--- config.mk ---
export PLATFORM = sky130hd
export DESIGN_NAME = id_remap
export DESIGN_NICKNAME = d
export VERILOG_FILES = /design/src/soc_pkg.sv /design/src/id_remap.sv
export SDC_FILE = /design/constraint.sdc
export NUM_CORES = 1
export LEC_CHECK = 0
export ABC_AREA = 1
export BUFFER_PORTS_ARGS = -buffer_cell sky130_fd_sc_hd__buf_4
export CAP_MARGIN = 20
export CORE_UTILIZATION = 40
export DETAILED_ROUTE_END_ITERATION = 12
export MAX_ROUTING_LAYER = met4
export PLACE_DENSITY = 0.74
export SLEW_MARGIN = 20
export SYNTH_ARGS = -nofsm -noshare
export SYNTH_HDL_FRONTEND = slang
export SYNTH_SLANG_ARGS = --single-unit
--- constraint.sdc ---
create_clock -name clk_i -period 2.65 [get_ports clk_i]
set_input_delay 0.53 -clock clk_i [delete_from_list [all_inputs] [get_ports clk_i]]
set_output_delay 0.53 -clock clk_i [all_outputs]
set_load 0.01 [all_outputs]
--- src/soc_pkg.sv ---
/*
 * shared widths, address map and register offsets
 * request and response structs for the host and internal sides
 */

package soc_pkg;

  // widths and sizes
  localparam int unsigned ADDR_W     = 16;
  localparam int unsigned DATA_W     = 32;
  localparam int unsigned HOST_ID_W  = 8;
  localparam int unsigned INT_ID_W   = 2;
  localparam int unsigned N_IDS      = 4;
  localparam int unsigned N_CLUSTERS = 2;
  localparam int unsigned L2_WORDS   = 256;
  localparam int unsigned L2_IDX_W   = $clog2(L2_WORDS);
  localparam int unsigned WORD_LSB   = 2;

  // address map
  localparam logic [ADDR_W-1:0] L2_BASE = 16'h0000;
  localparam logic [ADDR_W-1:0] L2_MASK = 16'h03FF;
  localparam logic [ADDR_W-1:0] CL_BASE = 16'h1000;
  localparam logic [ADDR_W-1:0] CL_MASK = 16'h001F;

  // cluster window layout
  localparam int unsigned CL_IDX_BIT = 4;
  localparam int unsigned CL_IDX_W   = $clog2(N_CLUSTERS);
  localparam int unsigned REG_IDX_W  = 2;
  localparam logic [REG_IDX_W-1:0] REG_WORK_LEN = 2'd0;
  localparam logic [REG_IDX_W-1:0] REG_STATUS   = 2'd1;
  localparam int unsigned WORK_LEN_W = 16;

  typedef struct packed {
    logic                 valid;
    logic                 we;
    logic [ADDR_W-1:0]    addr;
    logic [DATA_W-1:0]    wdata;
    logic [HOST_ID_W-1:0] id;
  } host_req_t;

  typedef struct packed {
    logic                 valid;
    logic                 err;
    logic [DATA_W-1:0]    rdata;
    logic [HOST_ID_W-1:0] id;
  } host_resp_t;

  typedef struct packed {
    logic                valid;
    logic                we;
    logic [ADDR_W-1:0]   addr;
    logic [DATA_W-1:0]   wdata;
    logic [INT_ID_W-1:0] id;
  } int_req_t;

  typedef struct packed {
    logic                valid;
    logic                err;
    logic [DATA_W-1:0]   rdata;
    logic [INT_ID_W-1:0] id;
  } int_resp_t;

endpackage
--- src/id_remap.sv ---
/*
 * id_remap: swaps wide host IDs for narrow internal IDs
 * registered request and response stages around an ID table
 */

`timescale 1ns/1ps

module id_remap (
  input  logic                clk_i,
  input  logic                rst_i,
  input  soc_pkg::host_req_t  host_req_i,
  output soc_pkg::host_resp_t host_resp_o,
  output soc_pkg::int_req_t   int_req_o,
  input  soc_pkg::int_resp_t  int_resp_i
);

  // table state, one entry per internal ID
  logic [soc_pkg::N_IDS-1:0]     used_q;
  logic [soc_pkg::HOST_ID_W-1:0] host_id_q [soc_pkg::N_IDS];

  logic [soc_pkg::INT_ID_W-1:0] free_idx;
  logic                         free_found;
  logic                         alloc;

  soc_pkg::int_req_t   int_req_d;
  soc_pkg::host_resp_t host_resp_d;

  // lowest free entry wins, so scan from the top down
  always_comb begin
    free_found = 1'b0;
    free_idx   = '0;
    for (int i = soc_pkg::N_IDS - 1; i >= 0; i--) begin
      if (!used_q[i]) begin
        free_found = 1'b1;
        free_idx   = soc_pkg::INT_ID_W'(i);
      end
    end
  end

  assign alloc = host_req_i.valid & free_found;

  // entry being freed this cycle is still marked used, so no clash
  always_ff @(posedge clk_i) begin
    if (rst_i) begin
      used_q <= '0;
    end else begin
      if (int_resp_i.valid) begin
        used_q[int_resp_i.id] <= 1'b0;
      end
      if (alloc) begin
        used_q[free_idx] <= 1'b1;
      end
    end
  end

  always_ff @(posedge clk_i) begin
    if (alloc) begin
      host_id_q[free_idx] <= host_req_i.id;
    end
  end

  // request direction
  always_comb begin
    int_req_d.valid = alloc;
    int_req_d.we    = host_req_i.we;
    int_req_d.addr  = host_req_i.addr;
    int_req_d.wdata = host_req_i.wdata;
    int_req_d.id    = free_idx;
  end

  // response direction, restore the host ID
  always_comb begin
    host_resp_d.valid = int_resp_i.valid;
    host_resp_d.err   = int_resp_i.err;
    host_resp_d.rdata = int_resp_i.rdata;
    host_resp_d.id    = host_id_q[int_resp_i.id];
  end

  always_ff @(posedge clk_i) begin
    int_req_o   <= int_req_d;
    host_resp_o <= host_resp_d;
    if (rst_i) begin
      int_req_o.valid   <= 1'b0;
      host_resp_o.valid <= 1'b0;
    end
  end

endmodule

After elaboration in Yosys (flattened, before gate mapping)
Memories as Yosys holds them, arrays and structs flattened. A register that Yosys moved wholly into a read port is not among the register bits.
Cells that the tools add are included.
Word-level totals
  register bits: 90
  memory bits (writable): 32
  input bits: 96
  output and inout bits: 94
  word-level logic and storage cells: 37
  memories: 1
Memories
  host_id_q: words 4, bits a word 8, rd ports 1, clocked after memory_dff 1, write ports 1, RTL line id_remap.sv:19  | logic [soc_pkg::HOST_ID_W-1:0] host_id_q [soc_pkg::N_IDS];
Cells by class
  order comparisons: 4
  mux-type cells: 17
  bitwise gates (word level): 4
  reduce and logical (&&, ||, !) cells: 2
Operators with widths (number)
  $mux W4: 3
  $mux W1: 8
  $mux W2: 4
  $lt A2 B3 Y1 const B: 2
  $and A4 B4 Y4: 1
  $demux W1 S2: 2
  $ge A2 B1 Y1 const B: 2
  $not A4 Y4: 1
  $or A4 B4 Y4: 1
  $logic_and A1 B1 Y1: 2
  $and A1 B1 Y1: 1

Longest topological paths before layout
Gate-level depths: netlist (run 1).
  depth in word-level cells: 10
  gate-level depth with buffers: 4

Least setup slack after synthesis (run 1)
No wires, ideal clock.
  path type: in2reg
  start point: in host_req_i[57] (netlist bit)
  end point: mem host_id_q[0][0] (netlist bit) (enable)
  library setup time: 324 ps
  arrival: 1029 ps
  required time: 2326 ps
  setup slack: 1297 ps
  stages on the path: 3
  buffers on the path: 0
  path through: inv_1 > or2_2 > inv_1
Between the ends
  longest elaborated chain between the ends: 3
Ends and longest elaborated chain
  from (decl): RTL line id_remap.sv:11  | input soc_pkg::host_req_t host_req_i,
  $and A1 B1 Y1: RTL line id_remap.sv:40  | assign alloc = host_req_i.valid & free_found;
  $mux W1: RTL line id_remap.sv:57  | if (alloc) begin
  $mux W1 (implied by the code): RTL line id_remap.sv:58  | host_id_q[free_idx] <= host_req_i.id;
  to (decl): RTL line id_remap.sv:19
No other way between the ends.

Final worst setup path (run 1)
  start point: reg host_resp_o[23] (netlist bit)
  end point: out host_resp_o[23] (netlist bit)
RTL lines
  from (decl): RTL line id_remap.sv:12  | output soc_pkg::host_resp_t host_resp_o,
  from (signal assigned): RTL line id_remap.sv:81  | host_resp_o <= host_resp_d;
No word-level cell between the ends.

==> flow_metrics.env, run 1 <==
export IMPL_avgRoutedWirePerCell_um=16.2
export IMPL_slowest_stage="dfxtp_1"
export IMPL_pwr_share_comb_pct=7.2
export IMPL_synth_avg_cell_area_um2=15.6
export IMPL_ys_seq_area_share_pct=88.8
export IMPL_place_area_um2=4840
export IMPL_finalWorstSetupSlack_ns=1.17
export IMPL_die_h_um=92.7
export IMPL_hold_class="in -> reg"
export IMPL_syn_inst=211
export IMPL_setup_viol=0
export IMPL_finalWeightedCongestion=0.780
export IMPL_ys_top_cells_by_area="dfxtp_1 (60%), edfxtp_1 (29%), nand2_1 (4.7%)"
export IMPL_synth_area_um2=3290
export IMPL_clockPowerShare_pct=45.6
export IMPL_tns_ns=0
export IMPL_seqCellArea_um2=2920
export IMPL_cts_buffer_depth=2
export IMPL_synthXorXnorAreaFrac_pct=0
export IMPL_yosysTopAreaCell="dfxtp_1"
export IMPL_skew_ns=0.00832
export IMPL_hold_violations=0
export IMPL_cts_tree="built"
export IMPL_viasPerCell=4.37
export IMPL_syn2layout_area_growth_pct=63.5
export IMPL_grt_pass1_wl_um=12500
export IMPL_grt_usage_pct=21.3
export IMPL_multiInputGateArea_um2=324
export IMPL_leakagePower_nw=2.48
export IMPL_crit_family="flip-flops"
export IMPL_drive_gt1_share_pct=53.2
export IMPL_nets=515
export IMPL_ios=190
export IMPL_endpoint_kind="output pin"
export IMPL_syn_nets=307
export IMPL_cts_resized=0
export IMPL_synth_top_family_by_area="simple AND/OR/NAND/NOR gates"
export IMPL_die_w_um=92.7
export IMPL_diodes=0
export IMPL_dp_hpwl_um=6520
export IMPL_fin_crit_sh_pct=55.9
export IMPL_synth_simple_gate_area_share_pct=8.74
export IMPL_die_area_um2=8600
export IMPL_first_global_vias=2495
export IMPL_cp_required_ns=2.12
export IMPL_ant_nets=0
export IMPL_outcome="complete, no violations"
export IMPL_drv_cap=0
export IMPL_grt_max_degree=17
export IMPL_start_util_pct=41.9
export IMPL_power_density_nw_per_um2=851
export IMPL_synthAdderAreaFrac_pct=0
export IMPL_wirelength_um=8640
export IMPL_core_area_um2=7850
export IMPL_dpl_worst_slack_ns=1.08
export IMPL_fmax_ghz=0.675
export IMPL_crit_chain="buf_4"
export IMPL_holdWs_ns=0.126
export IMPL_vias=2334
export IMPL_drtPass1Iterations=5
export IMPL_instances_no_fill=534
export IMPL_pwr_share_seq_pct=47.2
export IMPL_critical_path_class="reg -> out"
export IMPL_fin_area_um2=5380
export IMPL_fin_crit_ns=1.48
export IMPL_placed_cells=502
export IMPL_path_max_fanout=1
export IMPL_drc_errors=0
export IMPL_muxShareOfSynthArea_pct=0
export IMPL_worst_path_buf_inv=1
export IMPL_slowest_delay_ns=0.33
export IMPL_maxSlewHeadroom_pct=74.3
export IMPL_drv_slew=0
export IMPL_grt_antenna_before_repair=0
export IMPL_yosysTopAreaCellShare_pct=59.6
export IMPL_ys_ff_latch=130
export IMPL_synth_cell_type_count=16
export IMPL_ir_worst_vdd_mv=0.521
export IMPL_hold_buffers=0
export IMPL_cp_start_kind="register"
export IMPL_switching_share_pct=22.8
export IMPL_path_clk_slew_ns=0.06
export IMPL_rsz0062_at_grt="false"
export IMPL_cts_setup_buffers=0
export IMPL_rows=32
export IMPL_cts_root_buf="clkbuf_8"
export IMPL_power_switching_mw=1.04
export IMPL_worst_slew_pin_slew_ns=0.385
export IMPL_cts_sinks=130
export IMPL_synth_compound_area_share_pct=1.10
export IMPL_yosysWarnings=0
export IMPL_clock_latency_ns=0.50
export IMPL_first_iter_violations=76
export IMPL_grt_ovfl_total=0
export IMPL_fillCellCount=589
export IMPL_intPower_mw=3.54
export IMPL_htreeDepth=4
export IMPL_cp_arrival_ns=0.95
export IMPL_io_buffers=189
export IMPL_cts_inserted_buffers=17
==> per-stage QoR <==
stage	utilization [%]	total power [mW]
after floorplan	-	2.28
after global placement	61.7	2.53
after detailed placement	61.7	2.54
after CTS	68.6	4.62
after global routing	68.6	4.74
final	68.6	4.58
==> cells in the mapped netlist, drive strengths merged <==
library cell  number
nor2               6
nor3               1
dfxtp             98
or2                1
inv               12
nand2             42
edfxtp            32
nand4              9
nand3              4
a21oi              5
o21a               1
==> placed cells by master (no fill, tap or decap) <==
cell type and count:
a21oi_1 4, a21oi_2 1, buf_4 189, clkbuf_16 17
clkbuf_8 1, clkinv_2 4, clkinv_4 3, clkinvlp_4 3
dfxtp_1 98, edfxtp_1 32, inv_1 9, inv_2 3
inv_6 4, nand2_1 41, nand2_2 1, nand3_1 4
nand4_1 9, nor2_1 3, nor2_2 1, nor2_4 2
nor3_1 1, o21a_1 1, or2_2 1
==> registers in the layout, summed over array words and instances (netlist names) <==
register	flops
int_req_o	52
host_resp_o	42
host_id_q	32
used_q	4
==> final cells by class <==
type | count | share of cell area [%]
flip-flops and latches | 130 | 54.3
repair buffers | 189 | 26.4
clock buffers | 18 | 8.16
multi-input cells | 69 | 6.02
well taps | 102 | 2.37
clock inverters | 14 | 1.93
inverters | 12 | 0.837
==> path summary, 6_finish.rpt <==
kind | cells past startpoint | slack, ns | endpoint | from
hold / removal | 1 | 0.13 | int_req_o[19]$_DFF_P_ | host_req_i[25]
setup / recovery | 1 | 1.17 | host_resp_o[23] | host_resp_o[23]$_DFF_P_
hold reg to reg | 2 | 0.45 | host_resp_o[6]$_DFF_P_ | host_id_q[1][6]$_DFFE_PP_
setup reg to reg | 4 | 1.24 | host_id_q[3][1]$_DFFE_PP_ | used_q[2]$_SDFF_PP0_
==> layer usage <==
metal	global-route usage, %	part of all wire, %
met3	10.1	9.3
met5	-	0
met2	39.1	58
met1	18.4	32
met4	8.72	1.4
==> power groups by stage <==
stage | clock (mW) | combinational (mW) | sequential (mW)
2_1_floorplan | 0 | 0.0349 | 2.24
3_3_place_gp | 0 | 0.327 | 2.20
3_5_place_dp | 0 | 0.335 | 2.20
4_1_cts | 2.12 | 0.336 | 2.16
5_1_grt | 2.21 | 0.353 | 2.17
6_report | 2.09 | 0.331 | 2.16
==> cells by family after synthesis <==
family / count (synthesis)
AND/OR/NAND/NOR: 63
AO/OA/AOI/OAI: 6
flip-flops: 130
buffers and inverters: 12
No activity file was read; power rests on OpenSTA's default activity.
==> run 2, diff against run 1 <==
--- a/config.mk
+++ b/config.mk
@@ -5,7 +5,7 @@
 export SDC_FILE = /design/constraint.sdc
 export NUM_CORES = 1
 export LEC_CHECK = 0
-export ABC_AREA = 1
+export ABC_AREA = 0
 export BUFFER_PORTS_ARGS = -buffer_cell sky130_fd_sc_hd__buf_4
 export CAP_MARGIN = 20
 export CORE_UTILIZATION = 40
==> constraint.sdc (replaced) <==
create_clock -name clk_i -period 1.4 [get_ports clk_i]
set_input_delay 0.28 -clock clk_i [delete_from_list [all_inputs] [get_ports clk_i]]
set_output_delay 0.28 -clock clk_i [all_outputs]
set_load 0.01 [all_outputs]
==> run 2 against run 1 <==
Compared with the run above:
- cell count up 8.8%
- register-to-register slack worse by 1.1 ns
- synthesized cell count down 21%
- via count up 9.1%
- die area down 0.30%
- hold slack worse by 0.049 ns
- count of clock-buffer cells in the layout unchanged
- non-clock buffer count up 95
- wire length up 21%
- combinational power rose to 2.6 times the previous value
- critical path depth unchanged
- clock power up 120%
- critical path type unchanged
- critical endpoint is now int_req_o[6]
- highest routed layer unchanged
==> flow_metrics.env, run 2 <==
export IMPL_outcome="complete, no violations"
export IMPL_cp_arrival_ns=1.01
export IMPL_endpoint_kind="output pin"
export IMPL_fmax_ghz=0.773
export IMPL_worst_slew_pin_slew_ns=0.367
export IMPL_worst_path_buf_inv=1
export IMPL_slowest_delay_ns=0.36
export IMPL_slowest_stage="dfxtp_1"
export IMPL_yosys_top_cells_count="dfxtp_1 (98), edfxtp_1 (32), mux4_2 (7)"
export IMPL_ant_nets=0
export IMPL_critical_path_startpoint="int_req_o[6]$_DFF_P_"
export IMPL_dpl_worst_slack_ns=0.121
export IMPL_cp_required_ns=1.12
export IMPL_viasPerCell=4.38
export IMPL_ys_flop_type="dfxtp_1"
export IMPL_layout_commonest_cell="buf_4"
export IMPL_rr_worst_depth=2
export IMPL_holdPathStages=2
export IMPL_largest_reg_flops=52
export IMPL_rsz0062_at_grt="false"
export IMPL_maxSlewHeadroom_pct=75.5
export IMPL_ios=190
export IMPL_r2r_end="host_id_q[1][5]$_DFFE_PP_"
export IMPL_finalWorstSetupSlack_ns=0.107
export IMPL_dp_hpwl_um=5420
export IMPL_p_total_mw=9.57
export IMPL_fin_crit_ns=1.29
export IMPL_tns_ns=0
export IMPL_nets=562
export IMPL_fillCellCount=415
export IMPL_rows=32
export IMPL_die_h_um=92.6
export IMPL_synth_edff_count=32
export IMPL_grt_usage_pct=26.6
export IMPL_avgRoutedWirePerCell_um=18.0
export IMPL_ir_worst_vdd_mv=1.13
export IMPL_yosysTopAreaCellShare_pct=59.8
export IMPL_synth_avg_cell_area_um2=19.8
export IMPL_syn_nets=262
export IMPL_final_cell_mix="buf_4 (192), dfxtp_1 (98), dlygate4sd3_1 (92), edfxtp_1 (32), clkbuf_16 (16)"
export IMPL_core_area_um2=7850
export IMPL_cts_tree="built"
export IMPL_hold_class="in -> reg"
export IMPL_setup_viol=0
export IMPL_drtPass1Iterations=4
export IMPL_path_clk_slew_ns=0.07
export IMPL_async_flop_share_pct=0
export IMPL_die_w_um=92.6
export IMPL_vias=2547
export IMPL_yosysMostFrequentCell="dfxtp_1"
export IMPL_die_area_um2=8570
export IMPL_crit_family="flip-flops"
export IMPL_skew_ns=0.00437
export IMPL_cts_sinks=130
export IMPL_place_area_um2=4830
export IMPL_holdPathEnd="int_req_o[51]$_SDFF_PP0_"
export IMPL_htreeDepth=4
export IMPL_drv_slew=0
export IMPL_grt_pass1_wl_um=15500
export IMPL_cts_root_buf="clkbuf_8"
export IMPL_grt_ovfl_total=0
export IMPL_fin_area_um2=6370
export IMPL_io_buffers=189
export IMPL_syn2layout_area_growth_pct=94.0
export IMPL_hold_violations=0
export IMPL_clock_latency_ns=0.50
export IMPL_crit_chain="buf_4"
export IMPL_power_density_nw_per_um2=1500
export IMPL_hold_start="host_req_i[57]"
export IMPL_leakagePower_nw=2.85
export IMPL_rr_startpoint="used_q[0]$_SDFF_PP0_"
export IMPL_path_max_fanout=1
export IMPL_synth_cell_type_count=22
export IMPL_ys_top_cells_by_area="dfxtp_1 (60%), edfxtp_1 (29%), mux4_2 (4.8%)"
export IMPL_start_util_pct=41.8
export IMPL_grt_antenna_before_repair=0
export IMPL_finalWeightedCongestion=0.802
export IMPL_drive_gt1_share_pct=48.0
export IMPL_ys_ff_latch=130
export IMPL_critical_path_class="reg -> out"
export IMPL_reg_top3="int_req_o: 52 flops, host_resp_o: 42 flops, host_id_q: 32 flops"
export IMPL_cts_inserted_buffers=17
export IMPL_yosysWarnings=0
export IMPL_wirelength_um=10500
export IMPL_first_global_vias=2882
export IMPL_grt_max_degree=17
export IMPL_first_iter_violations=94
export IMPL_ys_seq_area_share_pct=89.1
export IMPL_ff2ff_setup_slack_ns=0.12
export IMPL_fin_crit_sh_pct=92.4
export IMPL_cts_buffer_depth=2
export IMPL_syn_inst=166
export IMPL_synth_area_um2=3280
export IMPL_diodes=0
export IMPL_drc_errors=0
export IMPL_yosysTopAreaCell="dfxtp_1"
export IMPL_drv_cap=0
export IMPL_cp_start_kind="register"
export IMPL_top_register="int_req_o"
[run 2: changes by cell type after synthesis, moves of 3 or more]
cell and change:
nand4_1 -8, inv_2 -3, nand2_1 -40, a21oi_1 -3, inv_1 -7, mux4_2 +7, nand2b_1 +3, nor2b_1 +3
nand3_1 -3
[run 2: logic make-up (layout without fill, tap and decap cells)]
family	Yosys count	count (layout)	synth area share (%)
buf+inv	5	318	0.877
compound gates	7	7	1.56
simple gates	16	16	2.90
flops	130	130	89.1
mux	8	8	5.60
[run 2: power by group]
| part | internal (mW) | switching, mW | total (mW) |
|---|---|---|---|
| clock | 2.93 | 1.69 | 4.62 |
| combinational | 0.550 | 0.302 | 0.852 |
| sequential | 4.03 | 0.0683 | 4.10 |
| total | 7.51 | 2.06 | 9.57 |
[run 2: worst max-delay path by stage]
stage | endpoint | cells past startpoint
4_1_cts | host_id_q[1][5]$_DFFE_PP_ | 2
2_1_floorplan | host_id_q[3][0]$_DFFE_PP_ | 3
5_1_grt | host_id_q[3][3]$_DFFE_PP_ | 3
3_5_place_dp | host_id_q[1][3]$_DFFE_PP_ | 2
3_3_place_gp | host_id_q[1][5]$_DFFE_PP_ | 2
6_report | int_req_o[6] | 1
[run 2: area by class of cell]
type | instances | area, um2 | share of cell area, %
multi-input combinational | 31 | 330 | 5.19
sequential | 130 | 2920 | 45.9
tap | 102 | 128 | 2.00
timing repair buffer | 284 | 2360 | 37.1
clock buffer | 18 | 418 | 6.56
inverter | 2 | 7.51 | 0.118
clock inverter | 14 | 199 | 3.12
[run 2: repair_timing]
action / in CTS / in global routing
hold buffers: 92 / 0
hold endpoints to repair: 117 / 0
resized for setup: 0 / 0
buffers inserted: 0 / 0
[run 2: through the flow]
stage          cells  utilization [%]  hold WS (ns)
2_1_floorplan    166                -         0.308
3_3_place_gp     457             61.5         0.384
3_5_place_dp     457             61.5         0.385
4_1_cts          581             81.1        0.0580
5_1_grt          581             81.1        0.0635
6_report         581             81.1        0.0777
[run 2: metal layers]
metal / vias up / share of wire (%) / global-route usage (%)
met4: 0 / 3.2 / 10.3
met5: - / 0 / -
met3: 25 / 5.9 / 9.20
met2: 121 / 56 / 48.2
met1: 1212 / 35 / 25.8
li1: 1189 / - / -
[run 2: worst register-to-register path: stages, from the launching register on]
cell	delay, ns
dfxtp_1	0.46
nand3b_1	0.16
inv_1	0.32
