==> config.mk <==
export PLATFORM = sky130hd
export DESIGN_NAME = soc_bus
export DESIGN_NICKNAME = d
export VERILOG_FILES = /design/src/soc_pkg.sv /design/src/soc_bus.sv
export SDC_FILE = /design/constraint.sdc
export NUM_CORES = 1
export LEC_CHECK = 0
export BUFFER_PORTS_ARGS = -buffer_cell sky130_fd_sc_hd__buf_2
export CAP_MARGIN = 20
export CORE_AREA = 2 2 138 140
export CTS_BUF_LIST = sky130_fd_sc_hd__clkbuf_4 sky130_fd_sc_hd__clkbuf_8
export DETAILED_ROUTE_END_ITERATION = 10
export DIE_AREA = 0 0 140 142
export GPL_TIMING_DRIVEN = 0
export HOLD_SLACK_MARGIN = 0.15
export PLACE_DENSITY_LB_ADDON = 0.1
export SYNTH_ARGS = -nofsm -noshare
export SYNTH_HDL_FRONTEND = slang
export SYNTH_SLANG_ARGS = --single-unit
==> constraint.sdc <==
create_clock -name clk_i -period 1.2 [get_ports clk_i]
set_input_delay 0.12 -clock clk_i [delete_from_list [all_inputs] [get_ports clk_i]]
set_output_delay 0.12 -clock clk_i [all_outputs]
set_load 0.02 [all_outputs]
==> src/soc_pkg.sv <==
/*
 * shared widths, address map and register offsets
 * request and response structs for the host and internal sides
 */

package soc_pkg;

  // widths and sizes
  localparam int unsigned ADDR_W     = 16;
  localparam int unsigned DATA_W     = 32;
  localparam int unsigned HOST_ID_W  = 8;
  localparam int unsigned INT_ID_W   = 2;
  localparam int unsigned N_IDS      = 4;
  localparam int unsigned N_CLUSTERS = 2;
  localparam int unsigned L2_WORDS   = 256;
  localparam int unsigned L2_IDX_W   = $clog2(L2_WORDS);
  localparam int unsigned WORD_LSB   = 2;

  // address map
  localparam logic [ADDR_W-1:0] L2_BASE = 16'h0000;
  localparam logic [ADDR_W-1:0] L2_MASK = 16'h03FF;
  localparam logic [ADDR_W-1:0] CL_BASE = 16'h1000;
  localparam logic [ADDR_W-1:0] CL_MASK = 16'h001F;

  // cluster window layout
  localparam int unsigned CL_IDX_BIT = 4;
  localparam int unsigned CL_IDX_W   = $clog2(N_CLUSTERS);
  localparam int unsigned REG_IDX_W  = 2;
  localparam logic [REG_IDX_W-1:0] REG_WORK_LEN = 2'd0;
  localparam logic [REG_IDX_W-1:0] REG_STATUS   = 2'd1;
  localparam int unsigned WORK_LEN_W = 16;

  typedef struct packed {
    logic                 valid;
    logic                 we;
    logic [ADDR_W-1:0]    addr;
    logic [DATA_W-1:0]    wdata;
    logic [HOST_ID_W-1:0] id;
  } host_req_t;

  typedef struct packed {
    logic                 valid;
    logic                 err;
    logic [DATA_W-1:0]    rdata;
    logic [HOST_ID_W-1:0] id;
  } host_resp_t;

  typedef struct packed {
    logic                valid;
    logic                we;
    logic [ADDR_W-1:0]   addr;
    logic [DATA_W-1:0]   wdata;
    logic [INT_ID_W-1:0] id;
  } int_req_t;

  typedef struct packed {
    logic                valid;
    logic                err;
    logic [DATA_W-1:0]   rdata;
    logic [INT_ID_W-1:0] id;
  } int_resp_t;

endpackage
==> src/soc_bus.sv <==
/*
 * soc_bus: address decode, target strobes and response merge
 * unmapped requests are answered here with a registered error
 */

`timescale 1ns/1ps

module soc_bus (
  input  logic                                           clk_i,
  input  logic                                           rst_i,
  input  soc_pkg::int_req_t                              req_i,
  output soc_pkg::int_resp_t                             resp_o,
  output soc_pkg::int_req_t                              l2_req_o,
  input  soc_pkg::int_resp_t                             l2_resp_i,
  output soc_pkg::int_req_t  [soc_pkg::N_CLUSTERS-1:0]   cl_req_o,
  input  soc_pkg::int_resp_t [soc_pkg::N_CLUSTERS-1:0]   cl_resp_i
);

  logic                            hit_l2;
  logic                            in_cl_win;
  logic                            hit_cl;
  logic [soc_pkg::CL_IDX_W-1:0]    cl_sel;
  logic [soc_pkg::REG_IDX_W-1:0]   reg_idx;

  soc_pkg::int_resp_t err_d;
  soc_pkg::int_resp_t err_q;

  // decode against the address map
  always_comb begin
    cl_sel    = req_i.addr[soc_pkg::CL_IDX_BIT +: soc_pkg::CL_IDX_W];
    reg_idx   = req_i.addr[soc_pkg::WORD_LSB +: soc_pkg::REG_IDX_W];
    hit_l2    = (req_i.addr & ~soc_pkg::L2_MASK) == soc_pkg::L2_BASE;
    in_cl_win = (req_i.addr & ~soc_pkg::CL_MASK) == soc_pkg::CL_BASE;
    // reserved register offsets count as unmapped
    hit_cl    = in_cl_win &&
                ((reg_idx == soc_pkg::REG_WORK_LEN) || (reg_idx == soc_pkg::REG_STATUS));
  end

  // every target sees the payload, only the selected one gets valid
  always_comb begin
    l2_req_o       = req_i;
    l2_req_o.valid = req_i.valid & hit_l2;
    for (int i = 0; i < soc_pkg::N_CLUSTERS; i++) begin
      cl_req_o[i]       = req_i;
      cl_req_o[i].valid = req_i.valid & hit_cl & (cl_sel == soc_pkg::CL_IDX_W'(i));
    end
  end

  // error answer, delayed one cycle to line up with the targets
  always_comb begin
    err_d.valid = req_i.valid & ~hit_l2 & ~hit_cl;
    err_d.err   = 1'b1;
    err_d.rdata = '0;
    err_d.id    = req_i.id;
  end

  always_ff @(posedge clk_i) begin
    err_q <= err_d;
    if (rst_i) begin
      err_q.valid <= 1'b0;
    end
  end

  // at most one source is valid in a cycle
  always_comb begin
    resp_o = err_q;
    if (l2_resp_i.valid) begin
      resp_o = l2_resp_i;
    end
    for (int i = 0; i < soc_pkg::N_CLUSTERS; i++) begin
      if (cl_resp_i[i].valid) begin
        resp_o = cl_resp_i[i];
      end
    end
  end

endmodule

Yosys cells after proc, flatten, opt, wreduce, memory -nomap -nowiden
Index checks and enable logic that the tools add are counted.
Widths: inputs -> output; s select.
{"block": "word_totals", "reg_bits": 3, "input_bits": 162, "out_inout_bits": 192, "word_cells": 20}
{"block": "op_classes", "eq_ne": 2, "muxes": 3, "n_bitwise": 9, "reduce_logical": 4}
{"operator": "$mux 36", "n": 3}
{"operator": "$logic_not 16->1", "n": 1}
{"operator": "$eq 11x8->1 const B", "n": 1}
{"operator": "$and 1x1->1", "n": 6}
{"operator": "$not 1->1", "n": 3}
{"operator": "$eq 2x1->1 const B", "n": 1}
{"operator": "$logic_not 2->1", "n": 1}
{"operator": "$logic_and 1x1->1", "n": 1}
{"operator": "$logic_or 1x1->1", "n": 1}

Depth between registers and ports, before layout
Gate-level depths: netlist of the first run.
{"block": "depth", "ltp_word": 5, "depth_mapped": 5, "depth_no_buf": 3}

Worst setup path after synthesis of the first run
Ideal clock, no wire load.
{"block": "synth_path", "kind": "input -> output", "startpoint": "input req_i[45] in the netlist's numbering", "endpoint": "output cl_req_o[103] in the netlist's numbering", "arrival_ns": 1.529, "t_required_ns": 1.080, "slack_ns": -0.449, "path_stages": 3, "path_buffers": 0, "path_cell_list": "or4_4 or3b_4 nor3_1"}
{"element": "start, declared", "line_no": "soc_bus.sv:11", "rtl": "input soc_pkg::int_req_t req_i,"}
{"element": "end, declared", "line_no": "soc_bus.sv:15", "rtl": "output soc_pkg::int_req_t [soc_pkg::N_CLUSTERS-1:0] cl_req_o,"}

==> results of run 1 <==
## stage by stage
| step | std cells | setup slack [ns] | setup TNS (ns) | hold slack, ns | utilization |
|---|---|---|---|---|---|
| global route | 853 | -0.447 | -1.33 | 0.170 | 0.240 |
| floorplan | 294 | -0.251 | -0.696 | 0.148 | - |
| finish | 854 | -0.409 | -1.14 | 0.160 | 0.240 |
| global placement | 845 | -0.808 | -18.94 | 0.266 | 0.214 |
| CTS | 854 | -0.464 | -1.29 | 0.163 | 0.236 |
| detailed placement | 845 | -0.836 | -19.59 | 0.273 | 0.214 |
## routing by layer
metal | part of all wire | global-route usage | up-vias
met1 | 0.35 | 0.109 | 1310
met5 | 0 | 0 | -
met2 | 0.56 | 0.198 | 176
met4 | 0.0019 | 0.00797 | 0
li1 | - | - | 1490
met3 | 0.088 | 0.0148 | 3
## report_power, final
part	internal [uW]	total, uW	leakage, uW	switching [uW]
registers	106	107	0.0000252	1.22
logic	944	1920	0.00249	973
clock network	249	319	0.0000262	69.5
## final cells by class
class	count	area share
clock buffer	4	0.0110
sequential	3	0.0135
tap	234	0.0660
inverter	4	0.00339
antenna	1	0.000564
multi-input combinational	119	0.201
buffer	168	0.306
timing repair buffer	321	0.399
## cells by family (layout without fill, tap and decap cells)
kind of cell	count (synthesis)	in the layout	synth area share
AO/OA/AOI/OAI	70	70	0.225
buffers and inverters	172	497	0.621
multiplexers	4	4	0.0216
other	0	1	0
flip-flops	3	3	0.0305
AND/OR/NAND/NOR	45	45	0.102
## what timing repair did
action,in CTS,in global routing
endpoints found under the setup margin,39,40
hold buffers,2,0
cloned,1,1
setup buffers,2,0
resized for setup,86,14
endpoints found under the hold margin,2,0
pin swaps,7,5
## layout by cell type (no fill, tap or decap)
master,netlist,final
dfxtp_1,3,3
a22oi_2,0,17
o311a_2,1,1
a21oi_4,0,1
or4_4,1,2
mux2_2,2,2
clkbuf_4,0,3
or3b_4,1,1
o21ai_0,34,1
buf_8,0,4
nor2_2,0,1
clkbuf_2,0,5
buf_12,0,1
and3b_1,1,1
clkbuf_16,0,6
o21ai_2,0,19
nor4_1,1,1
dlygate4sd3_1,0,2
clkbuf_8,0,4
nor2b_4,0,1
nor3_4,0,2
nand2_1,34,34
mux2i_1,2,2
a22oi_1,31,14
diode_2,0,1
inv_1,4,4
a21boi_0,1,1
nand3_1,1,1
buf_6,0,10
a221oi_1,1,1
buf_2,2,292
a21o_1,1,1
buf_4,153,166
o21ai_1,0,14
nor2_1,2,1
## worst paths after layout
path / depth (start not counted) / start / to / slack, ns
setup / recovery: 5 / req_i[49] / cl_req_o[103] / -0.41
hold / removal: 2 / req_i[51] / err_q[35]$_SDFF_PP0_ / 0.16
==> reports/qor.csv, run 1 <==
stage,metric,value,unit
sta,"Slew Viols, Final",0,
place,Post-DP HPWL,9640,um
route,DRT antenna net count,0,
setup_path,worst stage delay on the critical path,0.53,ns
finish,Filler cells,2069,
logic_synthesis,Post-synth EDFFs,0,
finish,Top reg by flops,err_q,
place,Placed Area,0.00395,mm^2
finish,count of nets after finishing,782,
place,Routability Congestion,0.705,
clock_network,Clock transition at path regs,0.03,ns
clock_network,CTS tree,done,
grt,vias in the first global route,2724,
logic_synthesis,"Distinct cells, synth",25,
floorplan,effective utilization at floorplan,0.107,
setup_path,"Cell Chain, Critical Path",buf_8 > or4_4 > or3b_4 > nor3_4 > buf_6,
route,DRT iter0 DRCs,75,
finish,area of the multi-input gates,891,um^2
setup_path,CP bufs+invs,2,
finish,fraction of layout cells with a size suffix above 1,0.869,
route,Via density,3.49,
setup_path,"Max FO, Critical Path",3,
setup_path,CP required,1.08,ns
setup_path,Critical Path Sink Type,output port,
sta,Fmax,0.621,GHz
route,drt first pass iters,7,
logic_synthesis,Syn Inst Count,294,
route,vias post-DR,2979,
sta,RSZ-0062 raised after global routing,yes,
finish,Layout area overhead,125,%
clock_network,depth of the CTS H-tree,1,
logic_synthesis,top-area cell type share of the netlist area,0.583,
logic_synthesis,Yosys top cell by area,buf_4,
setup_path,Worst EP arrival,1.49,ns
route,mean routed wirelength per cell,12.8,um
finish,design area,0.00443,mm^2
sta,final setup fails,5,
logic_synthesis,async set-reset flop share out of synthesis,0,
sta,Tcrit/Tclk final,1.34,
setup_path,CP top delay family,simple AND/OR/NAND/NOR gates,
route,routed wire length,10900,um
sta,worst rel slew slack,0.768,
logic_synthesis,top_reg_cell synth,dfxtp_1,
clock_network,TritonCTS Buffers,3,
finish,max reg flops,3,
grt,largest net degree at the start of global routing,11,
floorplan,Chip Width,140,um
floorplan,core region area,0.0185,mm^2
outcome,status,finished with violations,
clock_network,# clock sinks,3,
logic_synthesis,"Cell Area, Synth",0.00197,mm^2
sta,final hold vios,0,
floorplan,Die Area,0.0199,mm^2
power,Power Dens Cells,528,mW/mm^2
grt,total track usage,0.0968,
grt,number of antenna violations at the first check in global routing,0,
logic_synthesis,yosys warns,0,
floorplan,Die H,142,um
floorplan,# rows,50,
logic_synthesis,top-count cell post-synth,buf_4,
sta,Worst Max-Slew Pin Slew,0.348,ns
route,Remaining DRCs,50,
logic_synthesis,Yosys reg bits,3,
logic_synthesis,"Net Count, Synth",456,
grt,total global routing overflow,0,
grt,global-route wire length before repair,15400,um
finish,Top Registers,err_q (3),
logic_synthesis,most instantiated cells after synthesis,"buf_4 (153), nand2_1 (34), o21ai_0 (34)",
floorplan,Ports,354,
logic_synthesis,sequential cell area fraction in the yosys report,0.0305,
setup_path,critical path class,input port to output port,
clock_network,Root Buffer,clkbuf_8,
power,total power,2340,uW
run,Max Cap Viol,0,
hold_path,Hold WC Path Type,input port to flip-flop,
power,Pleak,0.00254,uW
sta,Tmin final,1.61,ns
sta,Setup WS post-layout,-0.409,ns
outcome,failing checks,"design-rule violations, negative setup slack",
clock_network,CTS Buffer Depth,2,
setup_path,critical path startpoint category,input port,
setup_path,CP max stage cell,or4_4,
finish,Reg area,60.1,um^2
logic_synthesis,Avg Synthesized Cell Area,6.70,um^2
logic_synthesis,Area contributors post-synth,"buf_4 (58%), a22oi_1 (12%), o21ai_0 (8.6%)",
power,VDD IR max,0.473,mV
place,# port buffers,317,
(Power assumes the default switching activity.)
==> run 2, diff against run 1 <==
==> constraint.sdc (replaced) <==
create_clock -name clk_i -period 1.5 [get_ports clk_i]
set_input_delay 0.15 -clock clk_i [delete_from_list [all_inputs] [get_ports clk_i]]
set_output_delay 0.15 -clock clk_i [all_outputs]
set_load 0.02 [all_outputs]
==> run 2 against run 1 <==
Net effect: the flow still finishes with violations (design-rule violations, negative setup slack); flip-flop and latch count stayed put; clock power is 21% lower; first-iteration DRC count is 51% higher; global-route usage is 0.48 points lower; sequential share of layout area is 0.14 points higher; clock-buffer cell count stayed put; sequential power is 19% lower; critical path type unchanged.
==> reports/qor.csv, run 2 (synthesized netlist as in run 1, its figures left out) <==
stage,metric,value,unit,change
outcome,status,finished with violations,,
outcome,failing checks,"design-rule violations, negative setup slack",,
setup_path,critical path class,input port to output port,,
hold_path,Worst Hold Depth,2,,unchanged
setup_path,"Max FO, Critical Path",3,,unchanged
sta,worst rel slew slack,0.639,,-0.129
setup_path,critical path startpoint category,input port,,
hold_path,Hold WC Path Type,input port to flip-flop,,
grt,global-route wire length before repair,14600,um,-5.5%
setup_path,Worst EP arrival,1.49,ns,about the same
route,mean routed wirelength per cell,12.6,um,-1.7%
power,Power Dens Cells,431,mW/mm^2,-18%
power,Switch Pwr,787,uW,-25%
route,DRT iter0 DRCs,113,,+51%
run,Max Cap Viol,0,,unchanged
sta,Setup WS post-layout,-0.145,ns,+0.265 ns
power,Seq pwr share,0.050,,+0.004
route,drt first pass iters,9,,+2
sta,final setup fails,3,,-2
grt,largest net degree at the start of global routing,11,,unchanged
setup_path,"Cell Chain, Critical Path",buf_8 > or4_4 > or3b_4 > nor3_2 > buf_4,,
finish,count of nets after finishing,781,,-0.13%
place,Routability Congestion,0.760,,+7.9%
sta,final hold vios,0,,unchanged
power,Cell Int Power,943,uW,-27%
setup_path,worst stage delay on the critical path,0.53,ns,about the same
power,VDD IR max,0.403,mV,-15%
clock_network,# clock sinks,3,,unchanged
route,DRT antenna net count,0,,unchanged
sta,Tmin final,1.64,ns,
finish,max reg flops,3,,unchanged
route,routed wire length,10700,um,-1.9%
finish,final std cells w/o fill,852,,-0.23%
finish,Finished Core Util,0.217,,-0.0229
grt,number of antenna violations at the first check in global routing,0,,unchanged
power,Pleak,0.00239,uW,-5.9%
grt,total track usage,0.0920,,-0.00484
place,Cells after DPL,845,,unchanged
finish,"most common cell after layout, fill and taps aside",buf_2,,
route,Via density,3.47,,-0.51%
place,# port buffers,317,,unchanged
grt,total global routing overflow,0,,unchanged
finish,diode count,0,,-1
floorplan,Die H,142,um,unchanged
clock_network,TritonCTS Buffers,3,,unchanged
finish,Top Registers,err_q (3),,
sta,RSZ-0062 raised after global routing,yes,,
finish,"commonest non-fill, non-tap cells in the layout","buf_2 (309), buf_4 (163), nand2_1 (34), a22oi_1 (31), o21ai_0 (29)",,
grt,vias in the first global route,2700,,-0.88%
finish,Top reg by flops,err_q,,
power,Net Sw Frac,0.455,,+0.00931
floorplan,# rows,50,,unchanged
finish,Layout area overhead,104,%,
place,Post-DP HPWL,9400,um,-2.5%
sta,Fmax,0.608,GHz,
sta,Tcrit/Tclk final,1.10,,
clock_network,depth of the CTS H-tree,1,,unchanged
floorplan,Die Area,0.0199,mm^2,unchanged
power,combinational fraction of design power,0.804,,-0.014
power,total power,1730,uW,-26%
sta,"Slew Viols, Final",0,,unchanged
clock_network,Clock transition at path regs,0.03,ns,about the same
floorplan,core region area,0.0185,mm^2,unchanged
finish,fraction of layout cells with a size suffix above 1,0.798,,-0.0714
clock_network,CTS Buffer Depth,2,,unchanged
clock_network,Root Buffer,clkbuf_8,,
floorplan,Ports,354,,unchanged
sta,Worst Max-Slew Pin Slew,0.542,ns,+0.194 ns
floorplan,effective utilization at floorplan,0.107,,unchanged
clock_network,CTS tree,done,,
floorplan,Chip Width,140,um,unchanged
route,Remaining DRCs,25,,-50%
power,power share of the clock group,0.146,,+0.010
route,vias post-DR,2957,,-0.74%
setup_path,CP max stage cell,or4_4,,
setup_path,CP required,1.35,ns,+0.27 ns
setup_path,Critical Path Sink Type,output port,,
==> run 2: cell count changes in the layout (fill, tap and decap cells not counted), sizes merged <==
cell,before,now
diode,1,0
buf,473,475
clkbuf,18,15
==> run 2: worst paths after layout <==
path                  startpoint                   end
worst max-delay path   req_i[49]         cl_req_o[103]
worst min-delay path   req_i[51]  err_q[35]$_SDFF_PP0_
==> run 2: metal layers <==
layer | vias to the layer above | track usage | routed length [um]
met5 | - | 0 | 0
met4 | 0 | 0.0122 | 159
met3 | 8 | 0.0212 | 1090
met2 | 191 | 0.187 | 5740
met1 | 1278 | 0.0980 | 3710
li1 | 1480 | - | -
==> run 2: stage by stage <==
step | setup slack, ns | hold slack, ns | TNS, ns | cell area, um^2
finish | -0.145 | 0.200 | -0.365 | 4010
detailed placement | -0.604 | 0.303 | -9.09 | 3860
global placement | -0.548 | 0.294 | -7.99 | 3860
floorplan | -0.0509 | 0.178 | -0.115 | 1980
global route | -0.166 | 0.206 | -0.456 | 4010
CTS | -0.194 | 0.205 | -0.466 | 4000
==> run 2: worst max-delay path: cells and delay by family <==
kind	cells	cell delay, ns
buffers and inverters	2	0.25
AND/OR/NAND/NOR	3	1.09
==> run 2: final cells by class <==
class | instances | area, um^2
Timing Repair Buffer | 320 | 1650
Buffer | 168 | 1250
Multi-Input combinational cell | 119 | 697
Tap cell | 234 | 293
Clock buffer | 4 | 48.8
Inverter | 4 | 15.0
Sequential cell | 3 | 60.1
Fill cell | 2135 | 14400
==> run 2: repair_timing <==
item                                    CTS  global route
pin swaps                                 4             2
gates resized for setup                  27            12
hold endpoints to repair                  2             0
endpoints found under the setup margin   34            32
hold buffers                              2             0
buffers inserted                          1             0
==> run 2: power by group through the flow <==
stage | Clock [uW] | Sequential (uW) | Combinational [uW]
final | 252 | 86.3 | 1390
after CTS | 260 | 86.5 | 1400
after global placement | 0 | 87.2 | 1380
after detailed placement | 0 | 87.4 | 1380
after global routing | 270 | 86.9 | 1490
after floorplan | 0 | 86.4 | 859
==> run 3, diff against run 2 <==
--- a/config.mk
+++ b/config.mk
@@ -13,7 +13,7 @@
 export DIE_AREA = 0 0 140 142
 export GPL_TIMING_DRIVEN = 0
 export HOLD_SLACK_MARGIN = 0.15
-export PLACE_DENSITY_LB_ADDON = 0.1
+export PLACE_DENSITY_LB_ADDON = 0.12
 export SYNTH_ARGS = -nofsm -noshare
 export SYNTH_HDL_FRONTEND = slang
 export SYNTH_SLANG_ARGS = --single-unit
==> run 3 against run 2 <==
Net effect: the flow still finishes with violations (design-rule violations, negative setup slack); global-route usage rose by 0.077 points; largest power group unchanged; via count rose by 1.3%; total power rose by 0.35%; non-clock buffer count did not move; worst hold slack got worse by 0.0068 ns; first-iteration DRC count fell by 16%; critical endpoint unchanged; critical path depth did not move; design area rose by 0.22%; maximum frequency fell by 0.31%.
==> reports/qor.csv, run 3 (synthesized netlist as in run 1, its figures left out) <==
stage,metric,value,unit,change
grt,total global routing overflow,0,,unchanged
grt,global-route wire length before repair,14900,um,+1.8%
route,routed wire length,10500,um,-1.7%
run,Max Cap Viol,0,,unchanged
hold_path,Hold WC Path Type,input port to flip-flop,,
power,Power Dens Cells,432,mW/mm^2,+0.13%
route,vias post-DR,2995,,+1.3%
finish,design area,0.00402,mm^2,+0.22%
finish,Top Registers,err_q (3),,
setup_path,critical path class,input port to output port,,
setup_path,worst stage delay on the critical path,0.53,ns,about the same
setup_path,Worst EP arrival,1.50,ns,about the same
clock_network,Root Buffer,clkbuf_8,,
floorplan,core region area,0.0185,mm^2,unchanged
sta,post-route setup TNS,-0.355,ns,+0.00989 ns
power,Seq pwr share,0.050,,about the same
finish,max reg flops,3,,unchanged
place,# port buffers,317,,unchanged
power,Net Sw Frac,0.454,,-0.000649
outcome,failing checks,"design-rule violations, negative setup slack",,
clock_network,CTS Buffer Depth,2,,unchanged
setup_path,Critical Path Sink Type,output port,,
power,Cell Int Power,948,uW,+0.47%
route,Via density,3.51,,+1.2%
clock_network,# clock sinks,3,,unchanged
setup_path,"Cell Chain, Critical Path",buf_8 > or4_4 > or3b_4 > nor3_2 > buf_4,,
finish,"commonest non-fill, non-tap cells in the layout","buf_2 (306), buf_4 (167), nand2_1 (34), a22oi_1 (31), o21ai_0 (26)",,
setup_path,CP required,1.35,ns,about the same
route,DRT antenna net count,0,,unchanged
floorplan,# rows,50,,unchanged
sta,Tmin final,1.65,ns,+0.00511 ns
sta,worst rel slew slack,0.657,,+0.0183
route,drt first pass iters,9,,unchanged
power,Switch Pwr,789,uW,+0.20%
finish,Filler cells,2124,,-0.52%
place,Routability Congestion,0.785,,+3.3%
finish,count of nets after finishing,781,,unchanged
sta,Tcrit/Tclk final,1.10,,+0.00341
route,mean routed wirelength per cell,12.3,um,-1.8%
sta,final hold vios,0,,unchanged
finish,Layout area overhead,104,%,
route,Remaining DRCs,50,,+100%
floorplan,Die Area,0.0199,mm^2,unchanged
sta,final setup fails,3,,unchanged
setup_path,critical path startpoint category,input port,,
power,combinational fraction of design power,0.804,,about the same
power,power share of the clock group,0.146,,about the same
power,VDD IR max,0.550,mV,+36%
finish,final std cells w/o fill,853,,+0.12%
clock_network,TritonCTS Buffers,3,,unchanged
setup_path,"Max FO, Critical Path",3,,unchanged
grt,M1 GR Usage,0.108,,+0.00972
outcome,status,finished with violations,,
floorplan,effective utilization at floorplan,0.107,,unchanged
grt,grt met2 use,0.178,,-0.00907
power,Pleak,0.00239,uW,about the same
place,Cells after DPL,845,,unchanged
grt,M3 GR Usage,0.0222,,+0.00101
grt,largest net degree at the start of global routing,11,,unchanged
finish,Top reg by flops,err_q,,
clock_network,CTS tree,done,,
sta,"Slew Viols, Final",0,,unchanged
grt,total track usage,0.0927,,+0.000771
place,dpl ws,-0.693,ns,-0.0890 ns
route,DRT iter0 DRCs,95,,-16%
sta,Setup WS post-layout,-0.150,ns,-0.00511 ns
setup_path,CP max stage cell,or4_4,,
floorplan,Chip Width,140,um,unchanged
clock_network,Clock transition at path regs,0.03,ns,about the same
clock_network,depth of the CTS H-tree,1,,unchanged
finish,fraction of layout cells with a size suffix above 1,0.798,,unchanged
sta,Worst Max-Slew Pin Slew,0.515,ns,-0.0274 ns
place,Placed Area,0.00386,mm^2,unchanged
sta,Fmax,0.606,GHz,-0.31%
place,Post-DP HPWL,9320,um,-0.87%
grt,Most Crowded Layer GR,met2,,
floorplan,Die H,142,um,unchanged
grt,number of antenna violations at the first check in global routing,1,,+1
grt,vias in the first global route,2773,,+2.7%
finish,"most common cell after layout, fill and taps aside",buf_2,,
sta,RSZ-0062 raised after global routing,yes,,
floorplan,Ports,354,,unchanged
## run 3: critical path, delay by kind of cell
family / cells / cell delay, ns
simple gates: 3 / 1.09
buf+inv: 2 / 0.26
## run 3: area by class of cell
class,instances,area (um^2),area share
plain buffers,168,1250,0.311
well taps,234,293,0.0728
clock buffers,4,48.8,0.0121
diodes,1,2.50,0.000622
repair buffers,320,1650,0.411
flip-flops and latches,3,60.1,0.0149
inverters,4,15.0,0.00373
multi-input cells,119,697,0.173
## run 3: power by group through the flow
stage | clock network, uW | logic (uW) | registers, uW
2_1_floorplan | 0 | 859 | 86.4
3_3_place_gp | 0 | 1380 | 87.3
3_5_place_dp | 0 | 1380 | 87.3
4_1_cts | 261 | 1400 | 86.3
5_1_grt | 269 | 1500 | 86.9
6_report | 254 | 1400 | 86.2
## run 3: path summary, 6_finish.rpt
path	startpoint	cells past startpoint	slack (ns)	end
max	req_i[49]	5	-0.15	cl_req_o[103]
min	req_i[51]	2	0.19	err_q[35]$_SDFF_PP0_
## run 3: per-stage QoR
step / utilization / total power [uW] / hold WS (ns)
2_1_floorplan: - / 945 / 0.178
3_3_place_gp: 0.209 / 1470 / 0.298
3_5_place_dp: 0.209 / 1460 / 0.298
4_1_cts: 0.217 / 1750 / 0.192
5_1_grt: 0.218 / 1850 / 0.199
6_report: 0.218 / 1740 / 0.194
## run 3: repair_timing
item,in CTS,in global routing
endpoints found under the hold margin,2,0
gates resized for setup,25,19
hold buffers,2,0
buffers inserted,1,0
endpoints found under the setup margin,34,32
pin swaps,4,2
## run 3: per-layer routing
layer	routed length, um	vias to the layer above
li1	-	1485
met1	3810	1295
met2	5410	207
met3	1230	8
met4	65	0
met5	0	-
